### src/source/core_data_pkg.sv
package core_data_pkg;

    //////////////////////////////
    // Widths
    //////////////////////////////

    localparam int unsigned ADDR_W = 32;
    localparam int unsigned DATA_W = 32;
    localparam int unsigned BE_W   = DATA_W / 8;

    // Byte offset bits below the word index
    localparam int unsigned BYTE_OFF_W = $clog2(BE_W);

    //////////////////////////////
    // Data memory geometry
    //////////////////////////////

    localparam int unsigned SRAM_SIZE_KB = 8;
    localparam int unsigned SRAM_WORDS   = (SRAM_SIZE_KB * 1024) / BE_W;
    localparam int unsigned SRAM_IDX_W   = $clog2(SRAM_WORDS);

    //////////////////////////////
    // Address map
    //////////////////////////////

    localparam logic [ADDR_W-1:0] SRAM_BASE = 32'h0000_0000;
    localparam logic [ADDR_W-1:0] SRAM_END  = SRAM_BASE + (SRAM_SIZE_KB * 1024) - 1;

    // Everything here goes out through the master port
    localparam logic [ADDR_W-1:0] EXT_BASE  = 32'h4000_0000;
    localparam logic [ADDR_W-1:0] EXT_END   = 32'h4FFF_FFFF;

    // Granted requests one target may hold before answering
    localparam int unsigned MAX_OUTSTANDING = 2;
    localparam int unsigned OUTST_W         = $clog2(MAX_OUTSTANDING + 1);

    //////////////////////////////
    // Port payloads
    //////////////////////////////

    // Request side, held stable until gnt
    typedef struct packed {
        logic              req;
        logic [ADDR_W-1:0] addr;
        logic              we;
        logic [BE_W-1:0]   be;
        logic [DATA_W-1:0] wdata;
    } data_req_t;

    // Response side, gnt in the request cycle and one rvalid per grant
    typedef struct packed {
        logic              gnt;
        logic              rvalid;
        logic [DATA_W-1:0] rdata;
        logic              err;
    } data_rsp_t;

    // Decode result of a core address
    typedef enum logic [1:0] {
        TGT_SRAM,
        TGT_EXT,
        TGT_NONE
    } target_e;

    // Who holds the SRAM in a given cycle
    typedef enum logic {
        OWN_CORE,
        OWN_EXT
    } owner_e;

endpackage
### src/source/sram_arbiter.sv
`timescale 1ns/1ps

module sram_arbiter (
    input  logic                     clk_i,
    input  logic                     rst_n_i,
    input  core_data_pkg::data_req_t core_req_i,
    output core_data_pkg::data_rsp_t core_rsp_o,
    input  core_data_pkg::data_req_t ext_req_i,
    output core_data_pkg::data_rsp_t ext_rsp_o,
    output core_data_pkg::data_req_t mem_req_o,
    input  core_data_pkg::data_rsp_t mem_rsp_i
);

    logic                  contested;
    core_data_pkg::owner_e sel;
    core_data_pkg::owner_e last_win_q;
    core_data_pkg::owner_e owner_q;

    //////////////////////////////
    // Owner selection
    //////////////////////////////

    assign contested = core_req_i.req && ext_req_i.req;

    // On conflict the side that lost last time goes first
    always_comb begin
        if (contested) begin
            if (last_win_q == core_data_pkg::OWN_CORE) begin
                sel = core_data_pkg::OWN_EXT;
            end else begin
                sel = core_data_pkg::OWN_CORE;
            end
        end else if (ext_req_i.req) begin
            sel = core_data_pkg::OWN_EXT;
        end else begin
            sel = core_data_pkg::OWN_CORE;
        end
    end

    // Starts as if ext won, so the core takes the first conflict
    always_ff @(posedge clk_i or negedge rst_n_i) begin
        if (!rst_n_i) begin
            last_win_q <= core_data_pkg::OWN_EXT;
        end else if (contested && mem_rsp_i.gnt) begin
            last_win_q <= sel;
        end
    end

    // Remember who got the grant so the response finds its way back
    always_ff @(posedge clk_i or negedge rst_n_i) begin
        if (!rst_n_i) begin
            owner_q <= core_data_pkg::OWN_CORE;
        end else if (mem_rsp_i.gnt) begin
            owner_q <= sel;
        end
    end

    //////////////////////////////
    // Request and response mux
    //////////////////////////////

    assign mem_req_o = (sel == core_data_pkg::OWN_EXT) ? ext_req_i : core_req_i;

    always_comb begin
        core_rsp_o = '0;
        ext_rsp_o  = '0;

        // Loser just sees gnt low and holds
        core_rsp_o.gnt = mem_rsp_i.gnt && (sel == core_data_pkg::OWN_CORE);
        ext_rsp_o.gnt  = mem_rsp_i.gnt && (sel == core_data_pkg::OWN_EXT);

        if (owner_q == core_data_pkg::OWN_CORE) begin
            core_rsp_o.rvalid = mem_rsp_i.rvalid;
            core_rsp_o.rdata  = mem_rsp_i.rdata;
            core_rsp_o.err    = mem_rsp_i.err;
        end else begin
            ext_rsp_o.rvalid = mem_rsp_i.rvalid;
            ext_rsp_o.rdata  = mem_rsp_i.rdata;
            ext_rsp_o.err    = mem_rsp_i.err;
        end
    end

    // Owner steering needs the memory to answer one cycle after each grant
    a_rsp_follows_grant : assert property (
        @(posedge clk_i) disable iff (!rst_n_i)
        mem_rsp_i.rvalid |-> $past(mem_rsp_i.gnt)
    ) else $error("sram_arbiter: memory rvalid without a grant one cycle earlier");

endmodule

### config.mk
export PLATFORM = sky130hd
export DESIGN_NAME = sram_arbiter
export DESIGN_NICKNAME = d
export VERILOG_FILES = /design/src/source/core_data_pkg.sv /design/src/source/sram_arbiter.sv
export SDC_FILE = /design/constraint.sdc
export NUM_CORES = 1
export LEC_CHECK = 0
export BUFFER_PORTS_ARGS = -buffer_cell sky130_fd_sc_hd__buf_2
export CORE_AREA = 2 2 125 127
export DETAILED_ROUTE_END_ITERATION = 8
export DIE_AREA = 0 0 127 129
export GPL_TIMING_DRIVEN = 0
export PLACE_DENSITY = 0.4
export SYNTH_ARGS = -nofsm -noshare
export SYNTH_HDL_FRONTEND = slang
export SYNTH_SLANG_ARGS = --single-unit
export TNS_END_PERCENT = 10
### constraint.sdc
create_clock -name clk_i -period 2.1 [get_ports clk_i]
set_clock_uncertainty 0.1 [all_clocks]
set_input_delay 0.21 -clock clk_i [delete_from_list [all_inputs] [get_ports clk_i]]
set_output_delay 0.21 -clock clk_i [all_outputs]
set_load 0.01 [all_outputs]
==> flow_summary_export.csv, run 1 <==
group,metric,value,unit
placement,last_weighted_congestion_value_of_the_routability_driven_placer,0.696,
cts,clock_slew_seen_by_the_registers_of_the_worst_setup_and_hold_paths,30,ps
sta,rsz0062_at_grt,"false",
power,cellInternalPower,1.20,mW
sta,setup_total_negative_slack,0,ps
critical_path,reg2reg_to,"owner_q$_DFFE_PN0P_",
power,sequentialPowerShare,3.9,%
final_layout,fin_nets,660,
die,die_width,127,um
drt,firstDrtPassIters,4,
sta,maxSlewViolCount,0,
drt,antenna_left,0,
drt,drc,0,
power,worst_vdd_rail_ir_drop,0.150,mV
final_layout,layout_commonest_cell,"buf_2",
yosys,fraction_of_the_mapped_netlist_area_in_adder_cells,0,%
sta,period_share,90.8,%
die,floorplan.die_area,0.0164,mm2
yosys,synth_seq_area_share,2.93,%
yosys,synth_top_family_by_area,"multiplexers",
cts,cts_sinks,2,
outcome,status,"completed",
grt,grt_util_all_layers,9.27,%
critical_path,startpoint_of_the_lowest_slack_register_to_register_path,"last_win_q$_DFFE_PN1P_",
critical_path,worst-r2r-cell-count,4,
critical_path,cp-endpoint,"mem_req_o[51]",
grt,first_pass_grt_wire_length,11800,um
yosys,netlist.top_cell.by_area,"mux2_4",
sta,worst_pin_slew,494,ps
power,total_switching_power,0.796,mW
sta,clock.fmax,524,MHz
drt,postRouteWirelength,8670,um
yosys,compound_cell_area_share_of_the_yosys_netlist,0.643,%
critical_path,timing.critical_path.slowest_stage_cell,"dfstp_2",
die,initial_utilization,11.7,%
yosys,yosys.area_share.xor_xnor,0.500,%
drt,route.detailed.wl_per_inst,12.9,um
drt,detailroute.via_count,2455,
critical_path,cp_data_arrival_time,1600,ps
final_layout,final_standard_cell_utilization_of_the_core,24.4,%
cts,clock_tree.root_cell,"clkbuf_16",
power,power_frac_comb,81.2,%
power,power_density,546,mW/mm2
sta,report.final.hold_viol_count,0,
die,die_height,129,um
critical_path,timing.critical_path.from,"last_win_q$_DFFE_PN1P_",
yosys,number_of_distinct_library_cell_variants_in_the_gate_level_netlist_after_synthesis,13,
yosys,syn_avg_cell_area,10.9,um2
placement,portBuffers,316,
cts,cts_htree_levels,1,
critical_path,cp-start-kind,"flop",
drt,initialDrtViolationCount,25,
critical_path,setup.worst_path.end_class,"primary output",
drt,avgViaCountPerCell,3.66,
final_layout,fill_cells,1637,
yosys,simple_gate_portion_of_the_synthesized_area,25.9,%
sta,layout_min_cycle_time,1910,ps
critical_path,max_stage_delay,530,ps
die,num_io_pins,317,
yosys,post_synth_instance_area,0.00175,mm2
cts,clock_tree_buffer_depth,2,
yosys,yosysTopAreaCellShare,57.4,%
final_layout,layout.cells.most_common_list,"buf_2, mux2_4, and2_1, nor2b_1, buf_12",
sta,slew_headroom,67.1,%
cts,clk_lat_worst_skew,220,ps
sta,finalSetupViolCount,0,
power,power_frac_clock,14.9,%
die,core.rowCount,45,
final_layout,final_layout_size_suffix_gt1_share,83.2,%
yosys,count_of_mapped_cells_out_of_synthesis,161,
power,leakagePower,2.19,nW
critical_path,critical_path_required,1790,ps
flow_run,max-cap-violations,0,
critical_path,cpMostUsedCell,"buf_12",
grt,vias_in_the_first_global_route,2374,
yosys,mappedNetlistNets,338,
final_layout,syn_to_final_growth,109,%
critical_path,critical_path_class,"flop to primary output",
grt,global_route.overflow_total,0,
yosys,yosys_register_bits,2,
power,switching_share,39.9,%
critical_path,critical_path.max_fanout,10,
grt,grt_start_max_net_pins,11,
yosys,yosys_warnings,0,
cts,cts-buffers-inserted,3,
yosys,netlist_top_cells_area,"mux2_4, and2_1, nor2b_1, buf_12, mux2_2",
min_path,hold_path.class,"input port to flop",
power,post-layout-total-power,2.00,mW
die,core_region_area,0.0150,mm2
cts,cts_setup_buffers,0,
placement,place_hpwl,7720,um
critical_path,timing.critical_path.cells,"a21boi_2 -> buf_12 -> buf_12 -> mux2_4 -> buf_2",
sta,fin_hold_ws,150,ps
yosys,muxShareOfSynthArea,59.4,%
critical_path,rrSetupSlack,700,ps
final_layout,diodes,0,
cts,clock_tree_from_tritoncts,"done",
grt,number_of_antenna_violations_at_the_first_check_in_global_routing,2,
==> power by group through the flow <==
stage	Combinational [mW]	Clock (mW)	Sequential [mW]
floorplan	0.998	0	0.0724
global placement	1.65	0	0.0773
detailed placement	1.64	0	0.0778
CTS	1.65	0.305	0.0784
global route	1.75	0.312	0.0817
finish	1.62	0.297	0.0775
==> how the worst min path moves through the flow <==
stage                             start                      to  slack, ps  depth (start not counted)
after floorplan                 rst_n_i     owner_q$_DFFE_PN0P_       -190                          0
after global placement          rst_n_i     owner_q$_DFFE_PN0P_       -100                          1
after detailed placement        rst_n_i     owner_q$_DFFE_PN0P_       -100                          1
after CTS                 ext_req_i[69]  last_win_q$_DFFE_PN1P_        150                          3
after global routing      ext_req_i[69]  last_win_q$_DFFE_PN1P_        180                          3
final                     ext_req_i[69]  last_win_q$_DFFE_PN1P_        150                          3
==> state kept, by name (all words and copies together), names as in the netlist <==
signal and count:
owner_q 1, last_win_q 1
==> Yosys cell counts <==
library cell and instances:
mux2_2 3, clkbuf_1 7, and2_1 35, mux2_4 67
dfrtp_1 1, and2b_1 4, dfstp_2 1, a21boi_2 1
or2_2 1, nor2b_1 31, xnor2_1 1, nand3_1 1
buf_12 8
==> routing by layer <==
| metal | GRT usage (%) | routed length (um) | up-vias |
|---|---|---|---|
| met5 | 0 | 27 | - |
| met4 | 2.33 | 68 | 4 |
| met3 | 2.91 | 926 | 8 |
| met2 | 19.0 | 4790 | 179 |
| met1 | 8.88 | 2850 | 1075 |
| li1 | - | - | 1189 |
==> kinds of logic (layout without fill, tap and decap cells) <==
family	count (synthesis)	count (layout)
compound gates	1	1
flops	2	2
simple gates	72	72
buf+inv	15	336
mux	70	70
xor+xnor	1	1
==> what timing repair did <==
action,in CTS,in global routing
hold endpoints to repair,2,0
hold buffers,1,0
setup endpoints to repair,0,10
gates resized for setup,0,2
==> stage by stage <==
stage / std cells / cell area (um2) / setup slack [ps]
after floorplan: 161 / 1750 / 604
after global placement: 665 / 3570 / 285
after detailed placement: 665 / 3570 / 263
after CTS: 670 / 3660 / 8.43
after global routing: 670 / 3660 / 66.3
final: 670 / 3660 / 192
==> critical path: cells and delay by family, from the launching register on <==
kind | cells | cell delay [ps]
AO/OA/AOI/OAI | 1 | 70
buffers and inverters | 3 | 460
flip-flops | 1 | 530
multiplexers | 1 | 300
==> layout make-up <==
cell class	count	area (um2)	share of cell area, %
clock buffer	4	78.8	2.15
sequential	2	51.3	1.40
timing repair buffer	317	1590	43.5
buffer	15	188	5.13
multi-input combinational	144	1510	41.4
tap	188	235	6.43
No activity file was read; power rests on OpenSTA's default activity.
==> run 2: changes to the inputs <==
Clock period 2.1 ns to 2.3 ns, I/O delays scaled along.
==> run 2 against run 1 <==
  * Final cell count stayed put
  * Sequential share of layout area hardly changed
  * Setup slack better by 96 ps
  * Cell area hardly changed
  * First-iteration DRC count is 4.0% lower
  * Via count hardly changed
  * Flip-flop and latch count stayed put
  * Clock-buffer cell count stayed put
  * Global-route usage stayed put
  * Clock power is 8.8% lower
  * Die area stayed put
  * Register-to-register slack better by 200 ps
  * Critical path type unchanged
  * Largest cell class unchanged
  * Highest routed layer unchanged
==> flow_summary_export.csv, run 2 (synthesized netlist as in run 1, its figures left out) <==
group,metric,value,unit
sta,slew_headroom,67.1,%
power,worst_vdd_rail_ir_drop,0.137,mV
drt,initialDrtViolationCount,24,
critical_path,rrSetupSlack,900,ps
sta,report.final.hold_viol_count,0,
grt,global_route.overflow_total,0,
drt,antenna_left,0,
drt,postRouteWirelength,8670,um
critical_path,startpoint_of_the_lowest_slack_register_to_register_path,"last_win_q$_DFFE_PN1P_",
grt,use_met3,2.91,%
critical_path,cpMostUsedCell,"clkbuf_1",
final_layout,largest_registers,"last_win_q (1), owner_q (1)",
final_layout,final_layout_size_suffix_gt1_share,83.0,%
power,post-layout-total-power,1.82,mW
grt,global_route.peak_usage_layer,"met2",
critical_path,critical_path_class,"flop to primary output",
final_layout,diodes,0,
critical_path,max_stage_delay,440,ps
sta,layout_min_cycle_time,2010,ps
sta,period_share,87.5,%
grt,grt_start_max_net_pins,11,
critical_path,timing.critical_path.cells,"clkbuf_1 -> clkbuf_1 -> and2_1 -> buf_2",
die,core.rowCount,45,
cts,clock_slew_seen_by_the_registers_of_the_worst_setup_and_hold_paths,30,ps
critical_path,critical_path.max_fanout,10,
cts,cts_sinks,2,
power,leakagePower,2.18,nW
final_layout,syn_to_final_growth,109,%
flow_run,max-cap-violations,0,
drt,avgViaCountPerCell,3.66,
sta,rsz0062_at_grt,"false",
critical_path,setup.worst_path.end_class,"primary output",
die,die_height,129,um
grt,vias_in_the_first_global_route,2374,
sta,finalSetupViolCount,0,
grt,grt_util_met2,19.0,%
grt,use_met1,8.88,%
critical_path,timing.critical_path.from,"owner_q$_DFFE_PN0P_",
die,die_width,127,um
sta,clock.fmax,497,MHz
critical_path,cp-endpoint,"ext_rsp_o[23]",
critical_path,critical_path_required,1970,ps
placement,last_weighted_congestion_value_of_the_routability_driven_placer,0.696,
drt,detailroute.via_count,2454,
cts,clk_lat_worst_skew,220,ps
power,power_density,498,mW/mm2
critical_path,cp_data_arrival_time,1680,ps
final_layout,fin_nets,660,
die,num_io_pins,317,
sta,worst_pin_slew,494,ps
final_layout,layout_commonest_cell,"buf_2",
die,floorplan.die_area,0.0164,mm2
final_layout,layout.cells.most_common_list,"buf_2, mux2_4, and2_1, nor2b_1",
sta,setup_total_negative_slack,0,ps
cts,clock_tree.root_cell,"clkbuf_16",
sta,maxSlewViolCount,0,
drt,firstDrtPassIters,4,
critical_path,worst-r2r-cell-count,4,
grt,first_pass_grt_wire_length,11800,um
drt,route.detailed.wl_per_inst,12.9,um
grt,grt_util_all_layers,9.27,%
grt,number_of_antenna_violations_at_the_first_check_in_global_routing,2,
cts,clock_tree_buffer_depth,2,
die,core_region_area,0.0150,mm2
cts,cts_htree_levels,1,
drt,drc,0,
critical_path,timing.critical_path.slowest_stage_cell,"dfrtp_1",
cts,cts_resized,0,
min_path,hold_path.class,"input port to flop",
placement,portBuffers,316,
cts,cts-buffers-inserted,3,
critical_path,cp-start-kind,"flop",
placement,place_hpwl,7720,um
final_layout,fill_cells,1635,
critical_path,reg2reg_to,"owner_q$_DFFE_PN0P_",
cts,clock_tree_from_tritoncts,"done",
outcome,status,"completed",
die,initial_utilization,11.7,%
==> run 2: worst max-delay path, delay by kind of cell (launching register included) <==
kind                   cells  cell delay, ps
flip-flops                 1             440
AND/OR/NAND/NOR            1             180
buffers and inverters      3             830
==> run 2: power by group <==
part           switching (mW)  leakage [nW]  internal [mW]
clock network          0.0432        0.0382          0.228
logic                   0.669          2.12          0.812
registers              0.0155        0.0228         0.0553
total                   0.727          2.18           1.10
==> run 2: repair_timing <==
item | in CTS | in global routing
endpoints found under the setup margin | 0 | 0
hold buffers | 1 | 0
hold endpoints to repair | 2 | 0
buffers inserted | 0 | 0
==> run 2: worst min path at each step <==
stage                        from                      to  slack, ps  cells after the start
floorplan                 rst_n_i     owner_q$_DFFE_PN0P_       -170                      0
global placement          rst_n_i     owner_q$_DFFE_PN0P_        -80                      1
detailed placement        rst_n_i     owner_q$_DFFE_PN0P_        -80                      1
CTS                 ext_req_i[69]  last_win_q$_DFFE_PN1P_        170                      3
global route        ext_req_i[69]  last_win_q$_DFFE_PN1P_        200                      3
finish              ext_req_i[69]  last_win_q$_DFFE_PN1P_        170                      3
==> run 2: layout make-up <==
cell class | instances | area [um2] | share of cell area (%)
plain buffers | 15 | 186 | 5.10
clock buffers | 4 | 78.8 | 2.16
multi-input cells | 144 | 1510 | 41.4
flip-flops and latches | 2 | 51.3 | 1.40
well taps | 188 | 235 | 6.43
repair buffers | 317 | 1590 | 43.5
==> run 2: stage by stage <==
stage | cell area, um2 | cells | setup slack (ps) | util, % | hold WS [ps]
5_1_grt | 3660 | 670 | 80.9 | 24.4 | 198
6_report | 3660 | 670 | 288 | 24.4 | 170
3_3_place_gp | 3570 | 665 | 465 | 23.8 | -81.6
3_5_place_dp | 3570 | 665 | 443 | 23.8 | -82.5
2_1_floorplan | 1750 | 161 | 784 | - | -166
4_1_cts | 3660 | 670 | 188 | 24.4 | 170
==> run 2: routing by layer <==
layer / share of wire [%] / wire length (um)
met5: 0.31 / 27
met4: 0.78 / 68
met3: 11 / 926
met2: 55 / 4790
met1: 33 / 2860
==> run 3: changes to the inputs <==
Settings changed: CTS_BUF_LIST set to sky130_fd_sc_hd__clkbuf_8 sky130_fd_sc_hd__clkbuf_16.
==> run 3 against run 2 <==
  * Sequential power hardly changed
  * Non-clock buffer count did not move
  * Sequential share of layout area did not move
  * Flip-flop and latch count stayed put
  * Routed wire length unchanged
  * Cell area did not move
  * Critical endpoint unchanged
  * First-iteration DRC count did not move
==> flow_summary_export.csv, run 3 (synthesized netlist as in run 1, its figures left out) <==
group,metric,value,unit
critical_path,worst-r2r-cell-count,4,
drt,postRouteWirelength,8670,um
final_layout,largest_registers,"last_win_q (1), owner_q (1)",
placement,place_hpwl,7720,um
critical_path,cpMostUsedCell,"clkbuf_1",
sta,slew_headroom,67.1,%
power,worst_vdd_rail_ir_drop,0.137,mV
drt,route.detailed.wl_per_inst,12.9,um
final_layout,final_layout_size_suffix_gt1_share,83.0,%
outcome,status,"completed",
min_path,worst_hold_startpoint,"ext_req_i[69]",
drt,drc,0,
final_layout,layout.cells.most_common_list,"buf_2, mux2_4, and2_1, nor2b_1, buf_12",
die,core.rowCount,45,
critical_path,critical_path_required,1970,ps
critical_path,critPathBufInv,3,
power,leakagePower,2.19,nW
grt,global_route.overflow_total,0,
die,die_height,129,um
final_layout,area_used_by_sequential_logic_in_the_layout,51.3,um2
cts,clock_tree_from_tritoncts,"done",
final_layout,final_standard_cell_utilization_of_the_core,24.4,%
drt,antenna_left,0,
flow_run,max-cap-violations,0,
critical_path,cp_data_arrival_time,1680,ps
sta,report.final.hold_viol_count,0,
critical_path,critical_path.max_fanout,10,
die,core_region_area,0.0150,mm2
cts,cts_htree_levels,1,
critical_path,rrSetupSlack,900,ps
sta,setup_total_negative_slack,0,ps
min_path,min_delay_path_depth,3,
critical_path,critPathTopFamily,"buffers and inverters",
sta,period_share,87.5,%
cts,clk_lat_worst_skew,220,ps
cts,cts_sinks,2,
final_layout,fill_cells,1635,
critical_path,reg2reg_to,"owner_q$_DFFE_PN0P_",
critical_path,max_stage_delay,440,ps
min_path,hold_path.class,"input port to flop",
grt,grt_util_all_layers,9.27,%
final_layout,multiInputGateArea,0.00151,mm2
die,die_width,127,um
sta,layout_min_cycle_time,2010,ps
critical_path,timing.critical_path.slowest_stage_cell,"dfrtp_1",
critical_path,startpoint_of_the_lowest_slack_register_to_register_path,"last_win_q$_DFFE_PN1P_",
placement,portBuffers,316,
sta,rsz0062_at_grt,"false",
cts,postCtsHoldBufs,1,
cts,cts_resized,0,
sta,clock.fmax,497,MHz
drt,avgViaCountPerCell,3.66,
cts,clock_tree_buffer_depth,2,
cts,cts-buffers-inserted,3,
power,power_density,497,mW/mm2
die,floorplan.die_area,0.0164,mm2
final_layout,fin_nets,660,
critical_path,setup.worst_path.end_class,"primary output",
grt,number_of_antenna_violations_at_the_first_check_in_global_routing,2,
critical_path,cp-start-kind,"flop",
cts,clock_tree.root_cell,"clkbuf_16",
critical_path,critical_path_class,"flop to primary output",
die,initial_utilization,11.7,%
grt,grt_start_max_net_pins,11,
cts,cts_setup_buffers,0,
grt,first_pass_grt_wire_length,11800,um
die,num_io_pins,317,
final_layout,diodes,0,
grt,vias_in_the_first_global_route,2374,
cts,clock_slew_seen_by_the_registers_of_the_worst_setup_and_hold_paths,30,ps
drt,initialDrtViolationCount,24,
critical_path,timing.critical_path.cells,"clkbuf_1 -> clkbuf_1 -> and2_1 -> buf_2",
drt,detailroute.via_count,2454,
min_path,hold-path-endpoint,"last_win_q$_DFFE_PN1P_",
sta,finalSetupViolCount,0,
sta,maxSlewViolCount,0,
placement,last_weighted_congestion_value_of_the_routability_driven_placer,0.696,
drt,firstDrtPassIters,4,
final_layout,layout_commonest_cell,"buf_2",
sta,worst_pin_slew,494,ps
final_layout,syn_to_final_growth,109,%
run 3: worst min-delay path, delay by kind of cell:
kind | cells | cell delay [ps]
XOR/XNOR | 1 | 60
buffers and inverters | 1 | 110
AND/OR/NAND/NOR | 1 | 70
run 3: final cells by class:
type / instances / share of cell area (%)
multi-input combinational: 144 / 41.4
clock buffer: 3 / 2.05
buffer: 15 / 5.10
clock inverter: 1 / 0.103
tap: 188 / 6.43
sequential: 2 / 1.40
timing repair buffer: 317 / 43.5
run 3: per-stage QoR:
step / hold slack [ps] / instance area [um2] / power [mW] / setup WS [ps] / instances
6_report: 170 / 3660 / 1.82 / 288 / 670
5_1_grt: 198 / 3660 / 1.95 / 80.8 / 670
4_1_cts: 170 / 3660 / 1.86 / 188 / 670
3_5_place_dp: -82.5 / 3570 / 1.57 / 443 / 665
3_3_place_gp: -81.6 / 3570 / 1.57 / 465 / 665
2_1_floorplan: -166 / 1750 / 0.978 / 784 / 161
run 3: worst max-delay path by stage:
stage                                 from             to  slack, ps  cells after the start
CTS                    owner_q$_DFFE_PN0P_  ext_rsp_o[23]        190                      4
floorplan           last_win_q$_DFFE_PN1P_  mem_req_o[10]        780                      4
detailed placement     owner_q$_DFFE_PN0P_  ext_rsp_o[23]        440                      4
global placement       owner_q$_DFFE_PN0P_  ext_rsp_o[22]        470                      4
global route           owner_q$_DFFE_PN0P_  ext_rsp_o[25]         80                      4
finish                 owner_q$_DFFE_PN0P_  ext_rsp_o[23]        290                      4
run 3: metal layers:
layer  vias to the layer above  global-route usage [%]  part of all wire (%)
met5                         -                       0                  0.31
met4                         4                    2.33                  0.78
met3                         8                    2.91                    11
met2                       179                    19.0                    55
met1                      1073                    8.88                    33
li1                       1190                       -                     -
run 3: report_power, final:
group	switching (mW)	internal, mW	leakage, nW	total, mW
sequential	0.0155	0.0553	0.0228	0.0708
combinational	0.669	0.812	2.12	1.48
clock	0.0435	0.224	0.0423	0.267
total	0.728	1.09	2.19	1.82
