[config.mk]
export PLATFORM = sky130hd
export DESIGN_NAME = data_addr_decoder
export DESIGN_NICKNAME = d
export VERILOG_FILES = /design/src/source/core_data_pkg.sv /design/src/source/data_addr_decoder.sv
export SDC_FILE = /design/constraint.sdc
export NUM_CORES = 1
export LEC_CHECK = 0
export BUFFER_PORTS_ARGS = -buffer_cell sky130_fd_sc_hd__buf_4
export CAP_MARGIN = 40
export CELL_PAD_IN_SITES_DETAIL_PLACEMENT = 0
export CELL_PAD_IN_SITES_GLOBAL_PLACEMENT = 1
export CORE_AREA = 2 2 124 126
export CTS_CLUSTER_DIAMETER = 40
export CTS_CLUSTER_SIZE = 12
export DETAILED_ROUTE_END_ITERATION = 7
export DIE_AREA = 0 0 126 128
export PLACE_DENSITY = 0.69
export SLEW_MARGIN = 20
export SYNTH_ARGS = -nofsm -noshare
export SYNTH_HDL_FRONTEND = slang
export SYNTH_SLANG_ARGS = --single-unit
[constraint.sdc]
create_clock -name clk_i -period 2.6 [get_ports clk_i]
set_input_delay 0 -clock clk_i [delete_from_list [all_inputs] [get_ports clk_i]]
set_output_delay 0 -clock clk_i [all_outputs]
set_load 0.02 [all_outputs]
[src/source/core_data_pkg.sv]
package core_data_pkg;

    //////////////////////////////
    // Widths
    //////////////////////////////

    localparam int unsigned ADDR_W = 32;
    localparam int unsigned DATA_W = 32;
    localparam int unsigned BE_W   = DATA_W / 8;

    // Byte offset bits below the word index
    localparam int unsigned BYTE_OFF_W = $clog2(BE_W);

    //////////////////////////////
    // Data memory geometry
    //////////////////////////////

    localparam int unsigned SRAM_SIZE_KB = 8;
    localparam int unsigned SRAM_WORDS   = (SRAM_SIZE_KB * 1024) / BE_W;
    localparam int unsigned SRAM_IDX_W   = $clog2(SRAM_WORDS);

    //////////////////////////////
    // Address map
    //////////////////////////////

    localparam logic [ADDR_W-1:0] SRAM_BASE = 32'h0000_0000;
    localparam logic [ADDR_W-1:0] SRAM_END  = SRAM_BASE + (SRAM_SIZE_KB * 1024) - 1;

    // Everything here goes out through the master port
    localparam logic [ADDR_W-1:0] EXT_BASE  = 32'h4000_0000;
    localparam logic [ADDR_W-1:0] EXT_END   = 32'h4FFF_FFFF;

    // Granted requests one target may hold before answering
    localparam int unsigned MAX_OUTSTANDING = 2;
    localparam int unsigned OUTST_W         = $clog2(MAX_OUTSTANDING + 1);

    //////////////////////////////
    // Port payloads
    //////////////////////////////

    // Request side, held stable until gnt
    typedef struct packed {
        logic              req;
        logic [ADDR_W-1:0] addr;
        logic              we;
        logic [BE_W-1:0]   be;
        logic [DATA_W-1:0] wdata;
    } data_req_t;

    // Response side, gnt in the request cycle and one rvalid per grant
    typedef struct packed {
        logic              gnt;
        logic              rvalid;
        logic [DATA_W-1:0] rdata;
        logic              err;
    } data_rsp_t;

    // Decode result of a core address
    typedef enum logic [1:0] {
        TGT_SRAM,
        TGT_EXT,
        TGT_NONE
    } target_e;

    // Who holds the SRAM in a given cycle
    typedef enum logic {
        OWN_CORE,
        OWN_EXT
    } owner_e;

endpackage
[src/source/data_addr_decoder.sv]
`timescale 1ns/1ps

module data_addr_decoder (
    input  logic                     clk_i,
    input  logic                     rst_n_i,
    input  core_data_pkg::data_req_t core_req_i,
    output core_data_pkg::data_rsp_t core_rsp_o,
    output core_data_pkg::data_req_t sram_req_o,
    input  core_data_pkg::data_rsp_t sram_rsp_i,
    output core_data_pkg::data_req_t ext_req_o,
    input  core_data_pkg::data_rsp_t ext_rsp_i
);

    core_data_pkg::target_e              tgt;
    core_data_pkg::target_e              pend_tgt_q;
    logic [core_data_pkg::OUTST_W-1:0]   out_cnt_q;
    logic                                can_issue;
    logic                                issue;
    logic                                done;
    logic                                err_valid_q;

    //////////////////////////////
    // Address decode
    //////////////////////////////

    always_comb begin
        if (core_req_i.addr >= core_data_pkg::SRAM_BASE &&
            core_req_i.addr <= core_data_pkg::SRAM_END) begin
            tgt = core_data_pkg::TGT_SRAM;
        end else if (core_req_i.addr >= core_data_pkg::EXT_BASE &&
                     core_req_i.addr <= core_data_pkg::EXT_END) begin
            tgt = core_data_pkg::TGT_EXT;
        end else begin
            tgt = core_data_pkg::TGT_NONE;
        end
    end

    // No target switch while older responses are still due
    assign can_issue = (out_cnt_q == '0) ||
                       (tgt == pend_tgt_q && out_cnt_q < core_data_pkg::MAX_OUTSTANDING);

    always_comb begin
        sram_req_o     = core_req_i;
        sram_req_o.req = core_req_i.req && can_issue && (tgt == core_data_pkg::TGT_SRAM);
        ext_req_o      = core_req_i;
        ext_req_o.req  = core_req_i.req && can_issue && (tgt == core_data_pkg::TGT_EXT);
    end

    //////////////////////////////
    // Response routing
    //////////////////////////////

    always_comb begin
        core_rsp_o = '0;
        case (tgt)
            core_data_pkg::TGT_SRAM: core_rsp_o.gnt = sram_rsp_i.gnt;
            core_data_pkg::TGT_EXT:  core_rsp_o.gnt = ext_rsp_i.gnt && ext_req_o.req;
            default:                 core_rsp_o.gnt = core_req_i.req && can_issue;
        endcase

        // Responses follow the target recorded at grant, not the live address
        case (pend_tgt_q)
            core_data_pkg::TGT_SRAM: begin
                core_rsp_o.rvalid = sram_rsp_i.rvalid;
                core_rsp_o.rdata  = sram_rsp_i.rdata;
                core_rsp_o.err    = sram_rsp_i.err;
            end
            core_data_pkg::TGT_EXT: begin
                core_rsp_o.rvalid = ext_rsp_i.rvalid;
                core_rsp_o.rdata  = ext_rsp_i.rdata;
            end
            default: begin
                core_rsp_o.rvalid = err_valid_q;
                core_rsp_o.err    = err_valid_q;
            end
        endcase
    end

    assign issue = core_rsp_o.gnt;
    assign done  = core_rsp_o.rvalid;

    //////////////////////////////
    // Outstanding tracking
    //////////////////////////////

    always_ff @(posedge clk_i or negedge rst_n_i) begin
        if (!rst_n_i) begin
            out_cnt_q   <= '0;
            pend_tgt_q  <= core_data_pkg::TGT_SRAM;
            err_valid_q <= 1'b0;
        end else begin
            case ({issue, done})
                2'b10:   out_cnt_q <= out_cnt_q + 1'b1;
                2'b01:   out_cnt_q <= out_cnt_q - 1'b1;
                default: out_cnt_q <= out_cnt_q;
            endcase
            if (issue) begin
                pend_tgt_q <= tgt;
            end
            // Unmapped access answers one cycle after its grant
            err_valid_q <= issue && (tgt == core_data_pkg::TGT_NONE);
        end
    end

    a_rvalid_needs_pending : assert property (
        @(posedge clk_i) disable iff (!rst_n_i)
        core_rsp_o.rvalid |-> (out_cnt_q != '0)
    ) else $error("data_addr_decoder: core rvalid with nothing outstanding");

endmodule

==> impl_results.md, run 1 <==
* Status: complete, no violations
* Antenna cells at 0
* Dpl cells at 466
* CP max FO at 4
* Max Clk Rate at 0.495 GHz
* Synth Area in XOR/XNOR at 0.0134
* Final Wtd Congestion at 0.686
* Layout Cells excl Fill at 472
* Clock transition at path regs at 0.03 ns
* Die Ht at 128 µm
* IO Count at 317
* Sequential area share after synthesis at 0.0638
* Root Driver: clkbuf_16
* RSZ-0062 raised after global routing: no
* Synth Area in Adders at 0.00638
* Clk pwr share at 0.283
* Mapped Avg Cell Area at 7.63 µm²
* H-tree levels at 1
* Initial DRT Pass Iterations at 4
* Clk Latency, worst-skew pair at 0.23 ns
* Synth Flop Type: dfrtp_1
* Area of the multi-input gates at 737 µm²
* Post-synthesis mux area share at 0.168
* Maxcap violations at 0
* Die ar. at 16100 µm²
* CP Class: register to register
* Setup TNS at 0 ns
* Post-synthesis cell area at 1960 µm²
* Most frequent cells after synthesis: buf_4 (140), nor2_1 (34), mux2i_1 (33)
* CTS resizes at 0
* Final Max Tran Viols at 0
* Core Util, Final at 0.166
* CTS tree: built
* Combinational family with the most area after synthesis: buffers and inverters
* Combinational Power Share at 0.564
* Core ar. at 14900 µm²
* Final setup viols at 0
* Pin count of the biggest net entering global routing at 26
* Max Root-Sink Buffers at 2
* GR Util All Layers at 0.0636
* Slew @ Worst Pin at 0.599 ns
* Tcrit/Tclk final at 0.778
* DR WL/cell at 12.2 µm
* Die X at 126 µm
* Port Buf Inserts at 165
* Initial DRC Count at 18
* Ys Warns at 0
* Sequential power share at 0.153
* PwrDens at 358 nW/µm²
* Pint at 0.570 mW
* Hpwl dp at 5110 µm
* First-pass GRT wire length at 8270 µm
* Flops & latches, synth at 5
* Synth unique cells at 33
* Static Leak at 1.17 nW
* Initial antenna violation count at 0
* Tightest Hold Check Type: primary input to output pin
* Sw Ratio at 0.356
* Fin. Hold Viols at 0
* Ys async rst share at 1.00
* Syn nets at 400
* Gr ovfl total at 0
* Routed wire length at 5760 µm
* Min Tclk post-route at 2.02 ns
* CP endpoint kind: register
* Sw power at 0.316 mW
* Biggest area consumer among synthesized cells: buf_4
* CTS Sinks at 5
* VDD IR max at 0.000214 V
* Ranking of synthesized cells by area: buf_4 (54%), mux2i_1 (17%), nor2_1 (6.5%)
* Slew HR at 0.597
* P&R area growth vs syn at 26.1%
* EDFF count, synth at 0
* CP required at 2.75 ns
* Top-count cell post-synth: buf_4
* Synth top area share at 0.536
* Vias/cell at 3.45
* Site row count at 45
* Vias in the first global route at 1562
* Reg area at 126 µm²
* Antenna-violating nets left at 0
* Initial Utilization at 0.132
* Layout cells sized above 1 at 0.627
* Clock Skews at 0.000408 ns
* CP arrival at 2.17 ns
* Synth Area in Simple Gates at 0.138
* Hold_buf cts at 2
* Nets@finish at 428
* # Post-CTS Setup Buffers at 0
* Post-synthesis cell count at 257
* Startpoint Class: register
* Fillcell total at 1687
* Compound-cell area share of the yosys netlist at 0.0497
* TritonCTS Buffers at 3
* Routed vias at 1630
* DRC violations left at 0
==> registers in the layout, indices dropped and copies added (netlist names) <==
signal / cells
err_valid_q: 1
out_cnt_q: 2
pend_tgt_q: 2
==> placed cells by master (no fill, tap or decap), types with 2 or more instances in the layout <==
cell,synthesis,layout
nor2_1,34,34
dfrtp_1,5,4
dlygate4sd3_1,0,2
nand2_1,3,3
mux2i_1,33,33
buf_4,140,169
and3_1,2,2
nor4_1,4,4
clkbuf_16,0,3
xnor2_1,2,2
inv_1,2,2
o21ai_0,4,4
nand2b_1,2,2
==> power by group through the flow <==
| stage | Sequential [mW] | Combinational [mW] | Clock, mW |
|---|---|---|---|
| CTS | 0.136 | 0.510 | 0.254 |
| floorplan | 0.127 | 0.538 | 0 |
| global route | 0.139 | 0.542 | 0.260 |
| global placement | 0.134 | 0.499 | 0 |
| finish | 0.135 | 0.500 | 0.250 |
| detailed placement | 0.137 | 0.506 | 0 |
==> per-layer routing <==
layer,vias up,GRT usage,part of all wire
met1,688,0.0623,0.30
met3,39,0.0200,0.14
li1,749,-,-
met4,0,0.0401,0.053
met5,-,0,0
met2,154,0.116,0.50
==> cell families after synthesis <==
| family | after synthesis |
|---|---|
| and+or+nand+nor | 53 |
| xor gates and xnor gates | 3 |
| AOI/OAI and AO/OA | 12 |
| DFF | 5 |
| buffers and inverters | 150 |
| muxes | 33 |
| adders and majority gates | 1 |
==> metrics by stage <==
stage                     setup WS [ns]  power, mW  hold slack [ns]  cell area, µm²
final                             0.578      0.885        0.0000107            2470
after global routing              0.429      0.942        0.0000460            2470
after CTS                         0.564      0.900         0.000211            2470
after detailed placement          0.568      0.642           -0.196            2370
after global placement            0.624      0.633           -0.199            2370
after floorplan                   0.763      0.666           -0.296            1960
==> cell type report <==
class | instances | share of cell area
Inverter | 2 | 0.00303
Multi-Input combinational cell | 102 | 0.298
Clock buffer | 4 | 0.0319
Tap cell | 188 | 0.0951
Timing Repair Buffer | 171 | 0.521
Sequential cell | 5 | 0.0511
==> critical path, stage by stage (launching register included) <==
cell,delay [ns]
dfrtp_1,0.42
nor4bb_1,0.39
a31oi_1,0.14
and3_1,0.21
o21a_1,0.18
ha_1,0.32
nor2_1,0.13
xor2_1,0.15
==> final timing paths <==
kind | slack (ns) | cells past startpoint | to | startpoint
worst max-delay path | 0.58 | 7 | out_cnt_q[1]$_DFFE_PN0P_ | out_cnt_q[1]$_DFFE_PN0P_
worst min-delay path | 0.00001 | 0 | ext_req_o[30] | core_req_i[30]
worst max register to register | 0.58 | 7 | out_cnt_q[1]$_DFFE_PN0P_ | out_cnt_q[1]$_DFFE_PN0P_
worst min register to register | 0.56 | 1 | out_cnt_q[1]$_DFFE_PN0P_ | out_cnt_q[1]$_DFFE_PN0P_
max in group asynchronous | 2.35 | 2 | pend_tgt_q[0]$_DFFE_PN0P_ | rst_n_i
min in group asynchronous | 0.13 | 2 | out_cnt_q[0]$_DFFE_PN0P_ | rst_n_i
Power figures use the tool's default switching activity.
==> inputs of run 2 (changes only) <==
==> constraint.sdc (replaced) <==
create_clock -name clk_i -period 1.9 [get_ports clk_i]
set_input_delay 0 -clock clk_i [delete_from_list [all_inputs] [get_ports clk_i]]
set_output_delay 0 -clock clk_i [all_outputs]
set_load 0.02 [all_outputs]
==> impl_results.md, run 2 (same netlist as run 1, synthesis figures left out) <==
* Static Leak at 1.18 nW
* DR WL/cell at 12.5 µm
* Site row count at 45
* IO Count at 317
* Max Clk Rate at 0.527 GHz
* CP endpoint kind: register
* Hpwl dp at 5100 µm
* PwrDens at 518 nW/µm²
* RSZ-0062 raised after global routing: yes
* First-pass GRT wire length at 8370 µm
* Final setup viols at 0
* CP required at 2.04 ns
* P&R area growth vs syn at 28.8%
* Pin count of the biggest net entering global routing at 39
* CTS tree: built
* Fin. Hold Viols at 1
* Design Power at 1.31 mW
* Post-route cell area at 2530 µm²
* Routed vias at 1627
* Vias/cell at 3.44
* Layout cells sized above 1 at 0.646
* Initial Utilization at 0.132
* Nets@finish at 429
* Setup TNS at 0 ns
* Clock transition at path regs at 0.03 ns
* CTS Sinks at 5
* Setup crit start: out_cnt_q[1]$_DFFE_PN0P_
* Root Driver: clkbuf_16
* CP max FO at 2
* Routed wire length at 5930 µm
* Area of the multi-input gates at 782 µm²
* Die X at 126 µm
* DP Area at 2390 µm²
* Final Max Tran Viols at 0
* Clock Skews at 0.000760 ns
* Final Wtd Congestion at 0.706
* Port Buf Inserts at 165
* Initial DRC Count at 29
* Startpoint Class: register
* Tcrit/Tclk final at 0.998
* Slowest stage cell, crit path: dfrtp_1
* Clk Latency, worst-skew pair at 0.22 ns
* GR Util All Layers at 0.0652
* Reg area at 126 µm²
* CP Class: register to register
* DRC violations left at 0
* Maxcap violations at 0
* Status: complete, but fails checks
* Commonest non-fill, non-tap cell in the layout: buf_4
* Antenna cells at 0
* Worst r2r src: out_cnt_q[1]$_DFFE_PN0P_
* Vias in the first global route at 1580
* Most frequent cells in the layout: buf_4 (170), mux2i_1 (33), nor2_1 (33)
* Min Tclk post-route at 1.90 ns
* Top flop regs: out_cnt_q: 2 flops, pend_tgt_q: 2 flops, err_valid_q: 1 flops
* Initial antenna violation count at 0
* TritonCTS Buffers at 3
* VDD IR max at 0.000245 V
* CP arrival at 2.04 ns
* Failing checks: hold timing
* CP peak stage delay at 0.39 ns
* Die Ht at 128 µm
* Slew @ Worst Pin at 0.502 ns
* Core ar. at 14900 µm²
* H-tree levels at 1
* Initial DRT Pass Iterations at 5
* Antenna-violating nets left at 0
* Crit-path cells: nor4bb_2 > a31oi_1 > and3_1 > o21a_1 > ha_4 > xnor2_2 > nor2_2 > xor2_1
* Hold_ws at -0.00362 ns
* Die ar. at 16100 µm²
* Dpl cells at 468
* Gr ovfl total at 0
* Max Root-Sink Buffers at 2
* Tightest Hold Check Type: primary input to register
* Delay-heaviest family, CP: simple AND/OR/NAND/NOR gates
* Slew HR at 0.662
* Fillcell total at 1704
* Hold path start: sram_rsp_i[34]
* CP Buf/Inv Count at 0
* Layout Cells excl Fill at 473
run 2: through the flow:
step	setup slack, ns	utilization
6_report	0.00365	0.170
5_1_grt	-0.0701	0.170
4_1_cts	-0.0351	0.168
3_5_place_dp	-0.0607	0.161
3_3_place_gp	0.0124	0.161
2_1_floorplan	0.0631	-
run 2: layer usage:
layer	share of wire	wire length [µm]	up-vias	GRT usage
li1	-	-	755	-
met4	0.058	344	0	0.0394
met3	0.13	786	42	0.0200
met5	0	0	-	0
met1	0.32	1900	672	0.0660
met2	0.49	2900	158	0.118
run 2: cell type report:
cell class	count	area share
timing repair buffer	172	0.513
tap	188	0.0931
sequential	5	0.0500
inverter	2	0.00297
multi-input combinational	102	0.309
clock buffer	4	0.0312
run 2: timing repair:
item / 4_1_cts / 5_1_grt
setup endpoints to repair: 1 / 2
endpoints found under the hold margin: 5 / 0
pin swaps: 9 / 7
buffers inserted: 0 / 0
hold buffers: 1 / 0
gates resized for setup: 4 / 4
run 2: path summary, 6_finish.rpt:
check,to,slack [ns],cells past startpoint
max,out_cnt_q[1]$_DFFE_PN0P_,0.004,8
min,pend_tgt_q[0]$_DFFE_PN0P_,-0.004,2
max reg2reg,out_cnt_q[1]$_DFFE_PN0P_,0.004,8
min reg2reg,out_cnt_q[1]$_DFFE_PN0P_,0.64,2
max in group asynchronous,pend_tgt_q[0]$_DFFE_PN0P_,1.66,2
min in group asynchronous,out_cnt_q[0]$_DFFE_PN0P_,0.12,2
run 2: where the power goes:
part / internal [mW] / total [mW] / switching (mW) / leakage [nW]
Clock: 0.277 / 0.337 / 0.0598 / 0.0382
Sequential: 0.141 / 0.168 / 0.0265 / 0.0574
Combinational: 0.421 / 0.804 / 0.383 / 1.08
==> inputs of run 3 (changes only) <==
--- a/config.mk
+++ b/config.mk
@@ -7,14 +7,13 @@
 export LEC_CHECK = 0
 export BUFFER_PORTS_ARGS = -buffer_cell sky130_fd_sc_hd__buf_4
 export CAP_MARGIN = 40
-export CELL_PAD_IN_SITES_DETAIL_PLACEMENT = 0
-export CELL_PAD_IN_SITES_GLOBAL_PLACEMENT = 1
-export CORE_AREA = 2 2 124 126
+export CELL_PAD_IN_SITES_DETAIL_PLACEMENT = 1
+export CELL_PAD_IN_SITES_GLOBAL_PLACEMENT = 2
+export CORE_UTILIZATION = 12
 export CTS_CLUSTER_DIAMETER = 40
 export CTS_CLUSTER_SIZE = 12
 export DETAILED_ROUTE_END_ITERATION = 7
-export DIE_AREA = 0 0 126 128
-export PLACE_DENSITY = 0.69
+export PLACE_DENSITY = 0.85
 export SLEW_MARGIN = 20
 export SYNTH_ARGS = -nofsm -noshare
 export SYNTH_HDL_FRONTEND = slang
==> impl_results.md, run 3 (same netlist as run 1, synthesis figures left out) <==
* Max Root-Sink Buffers at 2
* Crit-path cells: nand2b_1 > a2111oi_4 > a211oi_1 > o21a_1 > ha_2 > xnor2_2 > nor2_1 > xor2_1
* GR Util met2 at 0.145
* P&R area growth vs syn at 32.6%
* TritonCTS Buffers at 3
* Initial DRT Pass Iterations at 4
* CP Buf/Inv Count at 0
* Hold Path End: ext_req_o[26]
* Failing checks: setup timing
* GR Util All Layers at 0.0711
* Clk pwr share at 0.264
* Nets@finish at 436
* RSZ-0062 raised after global routing: yes
* # Post-CTS Setup Buffers at 0
* Fillcell total at 1948
* Slew HR at 0.698
* Initial Utilization at 0.123
* PwrDens at 513 nW/µm²
* Reg2Reg Capture Point: out_cnt_q[1]$_DFFE_PN0P_
* VDD IR max at 0.000211 V
* CTS tree: built
* Reg2reg path depth at 8
* Clock transition at path regs at 0.03 ns
* Clk Latency, worst-skew pair at 0.23 ns
* GRT met1 Usage at 0.0619
* Startpoint Class: register
* Delay-heaviest family, CP: compound AO/OA/AOI/OAI gates
* Antenna cells at 0
* Worst r2r src: pend_tgt_q[0]$_DFFE_PN0P_
* Antenna-violating nets left at 0
* Site row count at 46
* Met3 Use GR at 0.0111
* Max Clk Rate at 0.513 GHz
* Layout Cells excl Fill at 508
* Hold_ws at 0.00000971 ns
* CP endpoint kind: register
* Vias/cell at 3.38
* Final setup viols at 1
* GR peak layer: met2
* Core ar. at 15900 µm²
* Gr ovfl total at 0
* CP peak stage delay at 0.39 ns
* Register-to-register setup slack at -0.05 ns
* Slew @ Worst Pin at 0.448 ns
* H-tree levels at 1
* Clock Skews at 0.000150 ns
* Fin. Hold Viols at 0
* Dpl cells at 502
* Min Tclk post-route at 1.95 ns
* Port Buf Inserts at 165
* Setup WS pre-CTS at -0.134 ns
* Static Leak at 1.21 nW
* Final Max Tran Viols at 0
* First-pass GRT wire length at 8990 µm
* Routed wire length at 6800 µm
* Vias in the first global route at 1737
* Sw Ratio at 0.368
* Die ar. at 16900 µm²
* Initial antenna violation count at 0
* Most frequent cells in the layout: buf_4 (176), nor2_1 (34), mux2i_1 (33)
* CP required at 2.04 ns
* Root Driver: clkbuf_16
* Maxcap violations at 0
* Sw power at 0.491 mW
* DRC violations left at 0
* Sequential power share at 0.127
* Hold path start: core_req_i[26]
* IO Count at 317
* Pin count of the biggest net entering global routing at 38
* CP Class: register to register
* CTS Sinks at 5
* Top flop regs: out_cnt_q: 2 flops, pend_tgt_q: 2 flops, err_valid_q: 1 flops
* Final Wtd Congestion at 0.644
* Post-route setup slack at -0.0498 ns
* Die Ht at 130 µm
* CP arrival at 2.09 ns
* Pint at 0.842 mW
* Reg area at 126 µm²
* Status: complete, but fails checks
* Tightest Hold Check Type: primary input to output pin
* Initial DRC Count at 24
* DR WL/cell at 13.4 µm
* Hpwl dp at 5870 µm
* Design Power at 1.33 mW
* Commonest non-fill, non-tap cell in the layout: buf_4
* WHS Path Cells at 0
* Layout cells sized above 1 at 0.647
* Die X at 130 µm
* Slowest stage cell, crit path: dfrtp_2
* Tcrit/Tclk final at 1.03
* Combinational Power Share at 0.609
* Routed vias at 1718
* Area of the multi-input gates at 766 µm²
* CP max FO at 2
run 3: per-layer routing:
layer | share of wire | vias to the layer above
li1 | - | 766
met1 | 0.30 | 776
met2 | 0.54 | 135
met3 | 0.10 | 41
met4 | 0.054 | 0
met5 | 0 | -
run 3: layout make-up:
| cell class | instances | share of cell area |
|---|---|---|
| clock buffer | 4 | 0.0303 |
| sequential | 5 | 0.0486 |
| inverter | 2 | 0.00289 |
| timing repair buffer | 179 | 0.520 |
| multi-input combinational | 102 | 0.294 |
| tap | 216 | 0.104 |
run 3: what timing repair did:
item                                    CTS  global route
gates resized for setup                   4             1
hold buffers                              2             0
pin swaps                                 6             3
hold endpoints to repair                  6             0
endpoints found under the setup margin    2             1
run 3: power groups by stage:
stage / clock network, mW / logic [mW] / registers [mW]
2_1_floorplan: 0 / 0.737 / 0.174
3_3_place_gp: 0 / 0.758 / 0.158
3_5_place_dp: 0 / 0.786 / 0.165
4_1_cts: 0.354 / 0.810 / 0.170
5_1_grt: 0.360 / 0.880 / 0.173
6_report: 0.352 / 0.812 / 0.169
run 3: per-stage QoR:
| stage | utilization | TNS (ns) | instance area, µm² |
|---|---|---|---|
| global placement | 0.155 | -0.0276 | 2470 |
| global route | 0.163 | -0.189 | 2600 |
| CTS | 0.163 | -0.0649 | 2590 |
| floorplan | - | 0 | 1960 |
| finish | 0.163 | -0.0498 | 2600 |
| detailed placement | 0.155 | -0.134 | 2470 |
run 3: worst reg2reg max path, delay by kind of cell (launching register included):
kind | cells | cell delay, ns
flip-flops | 1 | 0.39
XOR/XNOR | 2 | 0.31
AO/OA/AOI/OAI | 3 | 0.66
AND/OR/NAND/NOR | 2 | 0.31
adder cells (fa/ha/maj) | 1 | 0.20
run 3: worst max-delay path by stage:
stage | start | endpoint | slack, ns | depth (start not counted)
floorplan | pend_tgt_q[0]$_DFFE_PN0P_ | out_cnt_q[1]$_DFFE_PN0P_ | 0.06 | 7
global placement | core_req_i[63] | out_cnt_q[1]$_DFFE_PN0P_ | -0.03 | 8
detailed placement | pend_tgt_q[0]$_DFFE_PN0P_ | out_cnt_q[1]$_DFFE_PN0P_ | -0.13 | 7
CTS | pend_tgt_q[1]$_DFFE_PN0P_ | out_cnt_q[1]$_DFFE_PN0P_ | -0.06 | 8
global route | pend_tgt_q[1]$_DFFE_PN0P_ | out_cnt_q[1]$_DFFE_PN0P_ | -0.19 | 8
finish | pend_tgt_q[0]$_DFFE_PN0P_ | out_cnt_q[1]$_DFFE_PN0P_ | -0.05 | 8
